File: src/logic/knight_pkg.sv
// Shared types and tuning constants of the knight command processor, imported by every RTL block.
package knight_pkg;

  ////////////////////
  // Data types
  ////////////////////
  typedef logic [15:0]        cmd_t;        // Opcode in 15:12, heading code in 11:4, squares in 3:0.
  typedef logic signed [11:0] heading_t;    // Gyro heading or heading error.
  typedef logic [9:0]         speed_t;      // Forward speed register.
  typedef logic [3:0]         squares_t;    // Squares to cover in one move.
  typedef logic [4:0]         pulse_cnt_t;  // Line crossings, two per square.

  // Command opcodes, encodings as the Bluetooth host sends them.
  typedef enum logic [3:0] {
    CAL     = 4'b0010,                      // Gyro calibration.
    MOV     = 4'b0100,                      // Plain straight move.
    FANFARE = 4'b0101,                      // Move ending with the charge tune.
    TOUR    = 4'b0110                       // Hand over to the tour solver.
  } opcode_t;

  // Sequencer states.
  typedef enum logic [2:0] {
    IDLE,                                   // Waiting for a command.
    CALIBRATE,                              // Gyro calibrating.
    ALIGN,                                  // Turning onto the commanded heading.
    RAMP_UP,                                // Accelerating and counting squares.
    RAMP_DOWN                               // Braking to a stop.
  } seq_state_t;

  ////////////////////
  // Speed ramp
  ////////////////////
  localparam speed_t SPEED_INC = 10'h020;   // Added per heading update while ramping up.
  localparam speed_t SPEED_DEC = 10'h040;   // Taken off per heading update while braking.
  localparam speed_t SPEED_TOP = 10'h300;   // Both top bits set, cruise speed.

  ////////////////////
  // Heading error
  ////////////////////
  localparam heading_t   NUDGE_LEFT   = 12'h1FF;  // Left IR sees the line, steer right.
  localparam heading_t   NUDGE_RIGHT  = 12'hE00;  // Right IR sees the line, steer left.
  localparam logic [11:0] ALIGN_LIMIT = 12'h02C;  // Error magnitude that counts as aligned.
  localparam logic [3:0] HEADING_FILL = 4'hF;     // Low nibble below a nonzero heading code.

endpackage

File: src/logic/cmd_sequencer.sv
// Command FSM of the knight processor; decodes the opcode and steps calibration and moves.
module cmd_sequencer
  import knight_pkg::*;
(
  input  logic clk,                         // System clock.
  input  logic rst_n,                       // Asynchronous reset, active low.
  input  cmd_t cmd,                         // Command word from the host.
  input  logic cmd_rdy,                     // Command valid, held until cleared.
  input  logic cal_done,                    // Gyro calibration finished.
  input  logic aligned,                     // Heading error small enough to drive.
  input  logic move_done,                   // Requested squares covered.
  input  logic speed_zero,                  // Forward speed back at zero.
  output logic clr_cmd_rdy,                 // Command consumed.
  output logic strt_cal,                    // Start gyro calibration.
  output logic tour_go,                     // Start the knight's tour.
  output logic send_resp,                   // Command complete, answer the host.
  output logic fanfare_go,                  // Play the fanfare.
  output logic moving,                      // Robot in motion, gyro integrates yaw.
  output logic start_move,                  // Latch move parameters.
  output logic ramp_clear,                  // Zero the speed register.
  output logic ramp_up,                     // Speed register accelerates.
  output logic ramp_down                    // Speed register brakes.
);

  opcode_t    opcode;                       // Opcode field of the command.
  seq_state_t state;                        // Current state.
  seq_state_t nxt_state;                    // Next state.
  logic       fanfare_q;                    // Move was accepted as FANFARE.

  assign opcode = opcode_t'(cmd[15:12]);    // Top nibble of the command.

  ////////////////////
  // State registers
  ////////////////////
  always_ff @(posedge clk, negedge rst_n) begin
    if (!rst_n) begin
      state <= IDLE;                        // Come out of reset idle.
    end else begin
      state <= nxt_state;
    end
  end

  // Remember the flavour of the move, cmd may change after acceptance.
  always_ff @(posedge clk, negedge rst_n) begin
    if (!rst_n) begin
      fanfare_q <= 1'b0;
    end else if (start_move) begin
      fanfare_q <= (opcode == FANFARE);     // Only FANFARE ends with the tune.
    end
  end

  ////////////////////
  // Next state and outputs
  ////////////////////
  always_comb begin
    nxt_state   = state;                    // Hold by default.
    clr_cmd_rdy = 1'b0;
    strt_cal    = 1'b0;
    tour_go     = 1'b0;
    send_resp   = 1'b0;
    fanfare_go  = 1'b0;
    moving      = 1'b0;
    start_move  = 1'b0;
    ramp_clear  = 1'b0;
    ramp_up     = 1'b0;
    ramp_down   = 1'b0;

    case (state)
      CALIBRATE: begin
        if (cal_done) begin
          send_resp = 1'b1;                 // Answer in the same cycle.
          nxt_state = IDLE;
        end
      end

      ALIGN: begin
        moving = 1'b1;                      // Turning in place counts as moving.
        if (aligned) begin
          ramp_clear = 1'b1;                // Start the ramp from standstill.
          nxt_state  = RAMP_UP;
        end
      end

      RAMP_UP: begin
        moving  = 1'b1;
        ramp_up = 1'b1;                     // Accelerate toward cruise speed.
        if (move_done) begin
          fanfare_go = fanfare_q;           // Tune starts as braking begins.
          nxt_state  = RAMP_DOWN;
        end
      end

      RAMP_DOWN: begin
        ramp_down = 1'b1;                   // Brake on each heading update.
        if (speed_zero) begin
          send_resp = 1'b1;                 // Stopped, report the move done.
          nxt_state = IDLE;
        end else begin
          moving = 1'b1;                    // Still rolling.
        end
      end

      default: begin                        // IDLE.
        if (cmd_rdy) begin
          clr_cmd_rdy = 1'b1;               // Every opcode is consumed.
          case (opcode)
            CAL: begin
              strt_cal  = 1'b1;             // Kick the gyro calibration.
              nxt_state = CALIBRATE;
            end
            TOUR: begin
              tour_go = 1'b1;               // Single pulse, no answer follows.
            end
            MOV, FANFARE: begin
              start_move = 1'b1;            // Latch squares and heading.
              nxt_state  = ALIGN;
            end
            default: begin
              nxt_state = IDLE;             // Unknown opcode is dropped.
            end
          endcase
        end
      end
    endcase
  end

  ////////////////////
  // Assertions
  ////////////////////
  a_clr_in_idle: assert property (@(posedge clk) disable iff (!rst_n)
    clr_cmd_rdy |-> (state == IDLE))
    else $error("clr_cmd_rdy outside IDLE");

  a_cal_tour_excl: assert property (@(posedge clk) disable iff (!rst_n)
    !(strt_cal && tour_go))
    else $error("strt_cal and tour_go together");

  a_resp_fanfare_excl: assert property (@(posedge clk) disable iff (!rst_n)
    !(send_resp && fanfare_go))
    else $error("send_resp and fanfare_go together");

endmodule

File: src/logic/speed_ramp.sv
// Forward speed register of the knight; ramps up to cruise and brakes to zero per heading update.
module speed_ramp
  import knight_pkg::*;
(
  input  logic   clk,                       // System clock.
  input  logic   rst_n,                     // Asynchronous reset, active low.
  input  logic   heading_rdy,               // New gyro heading, paces the ramp.
  input  logic   ramp_clear,                // Zero the speed.
  input  logic   ramp_up,                   // Accelerate on each update.
  input  logic   ramp_down,                 // Brake on each update.
  output speed_t frwrd,                     // Forward speed to the motor mixer.
  output logic   speed_zero                 // Robot at standstill.
);

  logic at_top;                             // Cruise speed reached.
  logic near_zero;                          // Next brake step would underflow.

  assign at_top     = (frwrd >= SPEED_TOP);
  assign near_zero  = (frwrd < SPEED_DEC);
  assign speed_zero = (frwrd == '0);

  ////////////////////
  // Speed register
  ////////////////////
  always_ff @(posedge clk, negedge rst_n) begin
    if (!rst_n) begin
      frwrd <= '0;                          // Stand still after reset.
    end else if (ramp_clear) begin
      frwrd <= '0;                          // New move starts from rest.
    end else if (heading_rdy) begin
      if (ramp_up) begin
        if (!at_top) begin
          frwrd <= frwrd + SPEED_INC;       // Lands exactly on cruise speed.
        end
      end else if (ramp_down) begin
        if (near_zero) begin
          frwrd <= '0;                      // Clamp instead of wrapping.
        end else begin
          frwrd <= frwrd - SPEED_DEC;
        end
      end
    end
  end

  ////////////////////
  // Assertions
  ////////////////////
  // Across the whole ramp, even when braking interrupts mid-step.
  a_speed_cap: assert property (@(posedge clk) disable iff (!rst_n)
    frwrd <= SPEED_TOP)
    else $error("frwrd above SPEED_TOP: %h", frwrd);

endmodule

File: src/logic/square_counter.sv
// Counts centre IR line crossings of a move and flags when the requested squares are covered.
module square_counter
  import knight_pkg::*;
(
  input  logic     clk,                     // System clock.
  input  logic     rst_n,                   // Asynchronous reset, active low.
  input  logic     start_move,              // New move accepted.
  input  squares_t cmd_squares,             // Squares requested by the command.
  input  logic     cntr_ir,                 // Centre IR, high over a line.
  output logic     move_done                // Requested distance covered.
);

  logic       cntr_ir_q;                    // Centre IR one cycle back.
  logic       line_rise;                    // Entering a line.
  squares_t   squares;                      // Latched square count.
  pulse_cnt_t pulse_cnt;                    // Crossings seen this move.
  pulse_cnt_t target;                       // Two crossings per square.

  assign line_rise = cntr_ir & ~cntr_ir_q;
  assign target    = {squares, 1'b0};
  assign move_done = (pulse_cnt == target);

  ////////////////////
  // Edge detect and latch
  ////////////////////
  always_ff @(posedge clk, negedge rst_n) begin
    if (!rst_n) begin
      cntr_ir_q <= 1'b0;
      squares   <= '0;
    end else begin
      cntr_ir_q <= cntr_ir;
      if (start_move) begin
        squares <= cmd_squares;             // Hold the count, cmd may move on.
      end
    end
  end

  ////////////////////
  // Crossing counter
  ////////////////////
  always_ff @(posedge clk, negedge rst_n) begin
    if (!rst_n) begin
      pulse_cnt <= '0;
    end else if (start_move) begin
      pulse_cnt <= '0;                      // Fresh count per move.
    end else if (line_rise && !move_done) begin
      pulse_cnt <= pulse_cnt + 1'b1;        // Freeze once the target is hit.
    end
  end

  // Braking may roll over another line, the count must stay at the target.
  a_cnt_hold: assert property (@(posedge clk) disable iff (!rst_n)
    move_done && !start_move |=> $stable(pulse_cnt))
    else $error("pulse_cnt passed target: %h", pulse_cnt);

endmodule

File: src/logic/heading_error.sv
// Heading error for the PID of the knight; desired-heading latch, IR nudge and alignment test.
module heading_error
  import knight_pkg::*;
(
  input  logic       clk,                   // System clock.
  input  logic       rst_n,                 // Asynchronous reset, active low.
  input  logic       start_move,            // New move accepted.
  input  logic [7:0] cmd_heading,           // Heading code of the command.
  input  heading_t   heading,               // Gyro heading.
  input  logic       lft_ir,                // Left IR over the line.
  input  logic       rght_ir,               // Right IR over the line.
  output heading_t   error,                 // Error term to the PID.
  output logic       aligned                // Error small enough to drive.
);

  heading_t    desired;                     // Commanded heading.
  heading_t    nudge;                       // Line-following correction.
  logic [11:0] error_mag;                   // Magnitude of the error.

  ////////////////////
  // Desired heading
  ////////////////////
  always_ff @(posedge clk, negedge rst_n) begin
    if (!rst_n) begin
      desired <= '0;                        // North until the first move.
    end else if (start_move) begin
      if (cmd_heading == 8'h00) begin
        desired <= '0;                      // Code zero is due north.
      end else begin
        desired <= {cmd_heading, HEADING_FILL};
      end
    end
  end

  ////////////////////
  // Error term
  ////////////////////
  // Left IR wins when both see the line.
  always_comb begin
    if (lft_ir) begin
      nudge = NUDGE_LEFT;
    end else if (rght_ir) begin
      nudge = NUDGE_RIGHT;
    end else begin
      nudge = '0;
    end
  end

  assign error = heading - desired + nudge; // Wraps like the gyro heading.

  // Unsigned magnitude, so the most negative error reads as large.
  assign error_mag = error[11] ? 12'(-error) : 12'(error);
  assign aligned   = (error_mag < ALIGN_LIMIT);

endmodule

File: src/logic/cmd_proc.sv
// Top of the knight command processor; connects the sequencer, speed ramp, counter and error.
module cmd_proc
  import knight_pkg::*;
(
  input  logic     clk,                     // System clock.
  input  logic     rst_n,                   // Asynchronous reset, active low.
  input  cmd_t     cmd,                     // Command word from the host.
  input  logic     cmd_rdy,                 // Command valid.
  output logic     clr_cmd_rdy,             // Command consumed.
  output logic     send_resp,               // Command complete.
  output logic     strt_cal,                // Start gyro calibration.
  input  logic     cal_done,                // Gyro calibration finished.
  input  heading_t heading,                 // Gyro heading.
  input  logic     heading_rdy,             // Heading valid for one cycle.
  input  logic     lft_ir,                  // Left IR.
  input  logic     cntr_ir,                 // Centre IR.
  input  logic     rght_ir,                 // Right IR.
  output heading_t error,                   // Error term to the PID.
  output speed_t   frwrd,                   // Forward speed.
  output logic     moving,                  // Robot in motion.
  output logic     tour_go,                 // Start the knight's tour.
  output logic     fanfare_go               // Play the fanfare.
);

  logic start_move;                         // Move accepted.
  logic ramp_clear;                         // Zero the speed.
  logic ramp_up;                            // Accelerate.
  logic ramp_down;                          // Brake.
  logic speed_zero;                         // Standstill.
  logic move_done;                          // Squares covered.
  logic aligned;                            // On heading.

  ////////////////////
  // Blocks
  ////////////////////
  cmd_sequencer i_seq (
    .clk        (clk),
    .rst_n      (rst_n),
    .cmd        (cmd),
    .cmd_rdy    (cmd_rdy),
    .cal_done   (cal_done),
    .aligned    (aligned),
    .move_done  (move_done),
    .speed_zero (speed_zero),
    .clr_cmd_rdy(clr_cmd_rdy),
    .strt_cal   (strt_cal),
    .tour_go    (tour_go),
    .send_resp  (send_resp),
    .fanfare_go (fanfare_go),
    .moving     (moving),
    .start_move (start_move),
    .ramp_clear (ramp_clear),
    .ramp_up    (ramp_up),
    .ramp_down  (ramp_down)
  );

  speed_ramp i_ramp (
    .clk        (clk),
    .rst_n      (rst_n),
    .heading_rdy(heading_rdy),
    .ramp_clear (ramp_clear),
    .ramp_up    (ramp_up),
    .ramp_down  (ramp_down),
    .frwrd      (frwrd),
    .speed_zero (speed_zero)
  );

  square_counter i_squares (
    .clk        (clk),
    .rst_n      (rst_n),
    .start_move (start_move),
    .cmd_squares(cmd[3:0]),                 // Square count field.
    .cntr_ir    (cntr_ir),
    .move_done  (move_done)
  );

  heading_error i_err (
    .clk        (clk),
    .rst_n      (rst_n),
    .start_move (start_move),
    .cmd_heading(cmd[11:4]),                // Heading code field.
    .heading    (heading),
    .lft_ir     (lft_ir),
    .rght_ir    (rght_ir),
    .error      (error),
    .aligned    (aligned)
  );

endmodule

File: config.mk
export PLATFORM = sky130hd
export DESIGN_NAME = cmd_proc
export DESIGN_NICKNAME = d
export VERILOG_FILES = /design/src/logic/knight_pkg.sv /design/src/logic/cmd_sequencer.sv /design/src/logic/speed_ramp.sv /design/src/logic/square_counter.sv /design/src/logic/heading_error.sv /design/src/logic/cmd_proc.sv
export SDC_FILE = /design/constraint.sdc
export NUM_CORES = 1
export LEC_CHECK = 0
export ABC_AREA = 1
export BUFFER_PORTS_ARGS = -buffer_cell sky130_fd_sc_hd__buf_2
export CAP_MARGIN = 40
export CORE_ASPECT_RATIO = 1.75
export CORE_MARGIN = 3
export CORE_UTILIZATION = 51
export CTS_BUF_LIST = sky130_fd_sc_hd__clkbuf_4
export DETAILED_ROUTE_END_ITERATION = 12
export PLACE_DENSITY = 0.79
export SLEW_MARGIN = 40
export SYNTH_ARGS = -nofsm -noshare
export SYNTH_HDL_FRONTEND = slang
export SYNTH_SLANG_ARGS = --single-unit
File: constraint.sdc
create_clock -name clk -period 2.8 [get_ports clk]
set_clock_uncertainty 0.05 [all_clocks]
set_input_delay 0.42 -clock clk [delete_from_list [all_inputs] [get_ports clk]]
set_output_delay 0.42 -clock clk [all_outputs]
set_load 0.005 [all_outputs]
==> run summary, run 1 <==
Largest net degree at the start of global routing - 29
Drt pass-1 iters - 4
Core Rows - 34
Yosys reg bits - 28
Setup violators final - 17
Placed cells - 553
Register area - 702 sq um
Area of the multi-input gates - 2030 sq um
Crit. End Element - primary output
Layout cell share with drive strength beyond 1 - 0.358
Slowest library cell on the worst path - dfrtp_2
Worst vdd ir - 0.000598 V
WP data required - 2.33 ns
Worst path cell trace - ha_1 > inv_1 > ha_2 > fa_2 > nand2_2 > nand2_4 > nand3_4 > buf_4 > buf_6 > nand3_2 > nand2_2 > buf_4 > buf_6
Core ar. - 5100 sq um
Status - complete, but fails checks
Fmax achieved - 0.326 GHz
RSZ-0062 raised after global routing - yes
Max FO, Critical Path - 5
Routed len/inst - 13.4 microns
Antenna violations before repair - 0
DR vias - 2982
Total gr overflow - 0
Hold buffer count at CTS - 0
GR Util All Layers - 0.243
Area grow syn2layout - 36.9%
Total die area - 6390 sq um
Pwr/cell area - 1460 nW/um^2
Ys Warns - 0
Failing checks - setup timing
Synth Instances - 419
Clock tree buffer depth - 2
CTS H-tree depth - 1
Max Cap Viol - 0
Worst setup margin - -0.266 ns
Yosys cell types - 35
Port Buffer Count - 58
Vias in the first global route - 3026
Post-route cell area - 3800 sq um
N_diodes - 0
Clk root buf - clkbuf_4
Final TNS setup - -3.17 ns
Worst-Skew Late Latency - 0.32 ns
Post-route insts no fill - 568
First-pass GRT wire length - 12200 microns
LEAKAGE - 2.10 nW
Worst-path clk slew - 0.15 ns
DRC violations left - 0
Initial DRC Count - 94
Final Critical Period - 3.07 ns
Sink Count - 28
Slew Limit Fails - 0
Initial Util - 0.543
Post-DP HPWL - 5710 microns
Synth Cell Area - 2770 sq um
Final period util - 1.10
Die Height - 104 microns
Final hold vios - 0
Chip width - 61.8 microns
Tightest Pin Transition - 0.655 ns
Top cell family by delay on the critical path - adder cells
Fill cell count - 398
I/O pin cnt - 64
Avg Inst Size Synth - 6.62 sq um
GPL Wtd Cong - 0.945
WS Path Type - register to primary output
Cts bufs inserted - 3
Slew headroom - 0.563
Worst path arrival time - 2.60 ns
Hold/Removal Path Class - input pin to asynchronous set/reset pin
CTS tree - done
Place WS - -0.451 ns
Detailed Route WL - 7640 microns
Crit path launch type - register
Final nets - 578
CP max stage delay - 0.49 ns
Final antenna-violating net count - 0
Placed inst area - 3350 sq um
Sequential area share after synthesis - 0.253
Via density - 5.25
Layout Utilization - 0.744
Worst Path Buf+Inv - 5
-- final cells by class --
| cell class | count | share of cell area |
|---|---|---|
| Multi-Input combinational cell | 300 | 0.536 |
| Sequential cell | 28 | 0.185 |
| Timing Repair Buffer | 94 | 0.160 |
| Inverter | 88 | 0.0879 |
| Tap cell | 54 | 0.0178 |
| Clock inverter | 1 | 0.00791 |
| Clock buffer | 3 | 0.00593 |
-- registers in the layout, summed over array words and instances, names as in the netlist --
name	flops
i_ramp.frwrd	5
i_err.desired	9
i_squares.pulse_cnt	5
i_squares.cntr_ir_q	1
i_seq.state	3
i_seq.fanfare_q	1
i_squares.squares	4
-- synthesized netlist by cell type --
cell	n	area share
or2_2	2	0.0045
o221ai_1	1	0.0032
nor2_1	31	0.042
a22o_1	1	0.0032
nand2_1	127	0.17
conb_1	1	0.0014
fa_1	11	0.079
nor3_1	9	0.016
a31oi_1	1	0.0023
or2_4	1	0.0032
xnor2_1	3	0.0095
clkinv_1	1	0.0014
inv_2	4	0.0054
buf_2	1	0.0018
nand2_2	10	0.023
nor3b_1	1	0.0027
nand4_1	5	0.011
xor2_1	4	0.013
a21oi_2	2	0.0063
a211oi_1	1	0.0027
nand2_4	3	0.012
nor2_2	1	0.0023
ha_1	16	0.072
nand3_2	1	0.0036
o22ai_1	2	0.0045
buf_4	6	0.016
dfrtp_1	28	0.25
nand3_1	30	0.054
inv_1	83	0.11
o21ai_0	11	0.020
nor4_1	2	0.0045
o21ai_1	2	0.0036
o21ai_2	4	0.013
a21oi_1	12	0.022
nor4_2	1	0.0045
-- stage by stage --
| stage | hold slack (ns) | power (W) |
|---|---|---|
| after floorplan | 0.0744 | 0.00305 |
| after global placement | 0.412 | 0.00424 |
| after detailed placement | 0.416 | 0.00433 |
| after CTS | 0.0653 | 0.00509 |
| after global routing | 0.0744 | 0.00612 |
| final | 0.0401 | 0.00556 |
-- cells in the final DEF, fill, tap and decap left out, types with 8 or more instances in the layout --
| master | n |
|---|---|
| a21oi_1 | 8 |
| buf_2 | 56 |
| buf_4 | 29 |
| buf_6 | 8 |
| dfrtp_1 | 27 |
| fa_1 | 10 |
| ha_4 | 9 |
| inv_1 | 76 |
| inv_2 | 10 |
| nand2_1 | 108 |
| nand2_2 | 22 |
| nand2_4 | 9 |
| nand3_1 | 23 |
| nor2_1 | 27 |
| o21ai_0 | 11 |
-- kinds of logic after synthesis --
logic type               after synthesis  synth area share
AND/OR/NAND/NOR                      224             0.355
buffers and inverters                 95             0.137
AO/OA/AOI/OAI                         37            0.0798
flip-flops                            28             0.253
adder cells (fa/ha/maj)               27             0.152
XOR/XNOR                               7            0.0221
other                                  1           0.00135
-- per-layer routing --
layer	up-vias	global-route usage	part of all wire
met5	-	0	0
met4	0	0.118	0.041
met3	21	0.0237	0.036
met2	80	0.448	0.57
met1	1408	0.251	0.36
li1	1473	-	-
-- power by group --
group | total (W) | leakage, nW | internal (W) | switching, W
Combinational | 0.00452 | 1.72 | 0.00208 | 0.00244
Clock | 0.000266 | 0.0279 | 0.000145 | 0.000121
Sequential | 0.000775 | 0.346 | 0.000587 | 0.000188
-- worst paths after layout --
path / cells past startpoint / end / start / slack, ns
setup / recovery: 13 / error[6] / i_err.desired[3] / -0.27
hold / removal: 1 / i_seq.state[1] / rst_n / 0.04
setup reg to reg: 21 / i_ramp.frwrd[8] / i_err.desired[3] / -0.23
hold reg to reg: 2 / i_seq.fanfare_q / i_seq.fanfare_q / 0.45
max in group asynchronous: 1 / i_err.desired[3] / rst_n / 2.19
min in group clk: 1 / i_squares.cntr_ir_q / cntr_ir / 0.17
-- what timing repair did --
action                     CTS  global route
setup buffers                8             3
pin swaps                   15            13
setup endpoints to repair   17            18
gates resized for setup     33            33
cloned                       0             0
Note: power is estimated with default switching activity, not from simulation.
==> inputs of run 2 (changes only) <==
--- a/config.mk
+++ b/config.mk
@@ -5,7 +5,6 @@
 export SDC_FILE = /design/constraint.sdc
 export NUM_CORES = 1
 export LEC_CHECK = 0
-export ABC_AREA = 1
 export BUFFER_PORTS_ARGS = -buffer_cell sky130_fd_sc_hd__buf_2
 export CAP_MARGIN = 40
 export CORE_ASPECT_RATIO = 1.75
@@ -13,8 +12,9 @@
 export CORE_UTILIZATION = 51
 export CTS_BUF_LIST = sky130_fd_sc_hd__clkbuf_4
 export DETAILED_ROUTE_END_ITERATION = 12
-export PLACE_DENSITY = 0.79
+export PLACE_DENSITY = 0.8
 export SLEW_MARGIN = 40
 export SYNTH_ARGS = -nofsm -noshare
 export SYNTH_HDL_FRONTEND = slang
 export SYNTH_SLANG_ARGS = --single-unit
+export TNS_END_PERCENT = 10
==> run summary, run 2 <==
Placed inst area - 3300 sq um (was 3350 sq um)
Layout cell share with drive strength beyond 1 - 0.386 (was 0.358)
Max FO, Critical Path - 5 (unchanged)
Detailed Route WL - 6760 microns (was 7640 microns)
Worst-Skew Late Latency - 0.32 ns (about the same)
Max reg flops - 9 (unchanged)
Worst vdd ir - 0.000638 V (was 0.000598 V)
Worst-path clk slew - 0.15 ns (about the same)
Area grow syn2layout - 30.1% (was 36.9%)
Fmax achieved - 0.265 GHz (was 0.326 GHz)
Hold buffer count at CTS - 0 (unchanged)
Crit path launch type - register (unchanged)
N_diodes - 0 (unchanged)
Most common library cell in the layout ignoring fill and taps - buf_2 (was nand2_1)
Hold/Removal Path Class - input pin to asynchronous set/reset pin (unchanged)
Drt pass-1 iters - 4 (unchanged)
GR Util All Layers - 0.240 (was 0.243)
Dominant cell type by area after synthesis - dfrtp_1 (unchanged)
Via density - 5.77 (was 5.25)
Clk root buf - clkbuf_4 (unchanged)
First-pass GRT wire length - 11700 microns (was 12200 microns)
CP Launch Point - i_err.desired[3] (unchanged)
Initial Util - 0.534 (was 0.543)
Status - complete, but fails checks (unchanged)
Max Cap Viol - 0 (unchanged)
Cts bufs inserted - 3 (unchanged)
Total gr overflow - 0 (unchanged)
Final antenna-violating net count - 0 (unchanged)
Worst setup margin - -0.973 ns (was -0.266 ns)
EDFF count, synth - 0 (unchanged)
Final Critical Period - 3.77 ns (was 3.07 ns)
Pwr/cell area - 1530 nW/um^2 (was 1460 nW/um^2)
Post-route cell area - 3490 sq um (was 3800 sq um)
Crit. End Element - register (was primary output)
Final nets - 463 (was 578)
Sink Count - 28 (unchanged)
CTS H-tree depth - 1 (unchanged)
Post-DP HPWL - 5610 microns (was 5710 microns)
Register name with the most flops - i_err.desired (unchanged)
WP data required - 3.01 ns (was 2.33 ns)
Top cells by count, synth - 42 x inv_1, 28 x dfrtp_1, 24 x nor2_1 (was 127 x nand2_1, 83 x inv_1, 31 x nor2_1)
RSZ-0062 raised after global routing - yes (unchanged)
Slew Limit Fails - 0 (unchanged)
DR vias - 2612 (was 2982)
Place WS - -1.39 ns (was -0.451 ns)
Tightest Pin Transition - 0.644 ns (was 0.655 ns)
Main synth FF type - dfrtp_1 (unchanged)
Count leader, synth - inv_1 (was nand2_1)
Regs by FF count - i_err.desired: 9 flops, i_ramp.frwrd: 5 flops, i_squares.pulse_cnt: 5 flops (unchanged)
Failing checks - setup timing (unchanged)
DRC violations left - 0 (unchanged)
Total die area - 6200 sq um (was 6390 sq um)
CTS tree - done (unchanged)
I/O pin cnt - 64 (unchanged)
Die Height - 102 microns (was 104 microns)
Yosys cell types - 60 (was 35)
Synth top area cells - dfrtp_1 26%, fa_1 8.2%, ha_1 7.5% (was dfrtp_1 25%, nand2_1 17%, inv_1 11%)
Layout Utilization - 0.695 (was 0.744)
Clock tree buffer depth - 2 (unchanged)
LEAKAGE - 1.70 nW (was 2.10 nW)
Vias in the first global route - 2733 (was 3026)
FF-to-FF Start - i_err.desired[3] (unchanged)
Commonest non-fill, non-tap cells in the layout - 56 x buf_2, 41 x buf_4, 40 x inv_1 (was 108 x nand2_1, 76 x inv_1, 56 x buf_2)
Final period util - 1.35 (was 1.10)
Pwr Total - 0.00533 W (was 0.00556 W)
GPL Wtd Cong - 0.916 (was 0.945)
Core Rows - 34 (unchanged)
Final hold vios - 0 (unchanged)
Chip width - 60.8 microns (was 61.8 microns)
Synth Cell Area - 2680 sq um (was 2770 sq um)
Synth Instances - 307 (was 419)
Initial DRC Count - 91 (was 94)
Slew headroom - 0.570 (was 0.563)
Worst path arrival time - 3.98 ns (was 2.60 ns)
Avg Inst Size Synth - 8.73 sq um (was 6.62 sq um)
Ys Warns - 0 (unchanged)
Sequential area share after synthesis - 0.261 (was 0.253)
Synth top area share - 0.261 (was 0.253)
Yosys reg bits - 28 (unchanged)
Async SR Flop Fraction - 1.00 (unchanged)
WS Path Type - register to register (was register to primary output)
Setup violators final - 16 (was 17)
Antenna violations before repair - 0 (unchanged)
Port Buffer Count - 58 (unchanged)
Routed len/inst - 14.9 microns (was 13.4 microns)
Core ar. - 5020 sq um (was 5100 sq um)
Largest net degree at the start of global routing - 29 (unchanged)
## run 2: power by group
part | internal (W) | switching [W]
sequential | 0.000595 | 0.000212
combinational | 0.00221 | 0.00205
clock | 0.000145 | 0.000120
total | 0.00295 | 0.00238
## run 2: kinds of logic after synthesis
kind of cell / after synthesis / share of synthesized area
adder cells (fa/ha/maj): 27 / 0.157
flip-flops: 28 / 0.261
XOR/XNOR: 16 / 0.0523
buffers and inverters: 59 / 0.0929
other: 1 / 0.00140
AO/OA/AOI/OAI: 63 / 0.169
AND/OR/NAND/NOR: 95 / 0.192
multiplexers: 18 / 0.0737
## run 2: path summary, 6_finish.rpt
check | slack [ns] | cells past startpoint | end
hold / removal | 0.03 | 1 | i_squares.squares[3]
setup / recovery | -0.97 | 12 | i_ramp.frwrd[6]
hold reg to reg | 0.49 | 1 | i_seq.fanfare_q
setup reg to reg | -0.97 | 12 | i_ramp.frwrd[6]
min in group clk | 0.15 | 1 | i_squares.cntr_ir_q
max in group asynchronous | 2.23 | 1 | i_err.desired[3]
## run 2: repair_timing
item,in CTS,in global routing
endpoints found under the setup margin,16,18
buffers inserted,1,0
gates resized for setup,17,10
gates cloned,0,0
pin swaps,8,1
## run 2: stage by stage
stage | hold slack [ns] | instances | TNS, ns
finish | 0.0348 | 453 | -10.02
global route | 0.0720 | 453 | -12.52
CTS | 0.0525 | 453 | -10.34
detailed placement | 0.425 | 448 | -13.77
global placement | 0.414 | 448 | -13.00
floorplan | 0.0744 | 311 | -8.18
## run 2: critical path, cell delays in order (launching register included)
cell and delay [ns]:
dfrtp_2 0.49, fa_1 0.50, inv_1 0.04, ha_1 0.34, nand3_1 0.13, nand2_1 0.11
or3_1 0.39, a31o_1 0.22, or4_4 0.55, or4_4 0.46, a21oi_2 0.13, a311o_2 0.13
mux2i_1 0.17
## run 2: cell type report
type / count / area, sq um
Clock inverter: 1 / 30.0
Clock buffer: 3 / 22.5
Tap cell: 54 / 67.6
Multi-Input combinational cell: 224 / 1870
Timing Repair Buffer: 101 / 633
Sequential cell: 28 / 702
Inverter: 42 / 161
Fill cell: 399 / 1530
## run 2: layer usage
layer | wire, microns | vias to the layer above | global-route usage | share of wire
met5 | 0 | - | 0 | 0
met4 | 240 | 0 | 0.0952 | 0.036
met3 | 256 | 26 | 0.0164 | 0.038
met2 | 3930 | 85 | 0.463 | 0.58
met1 | 2330 | 1243 | 0.256 | 0.35
li1 | - | 1258 | - | -
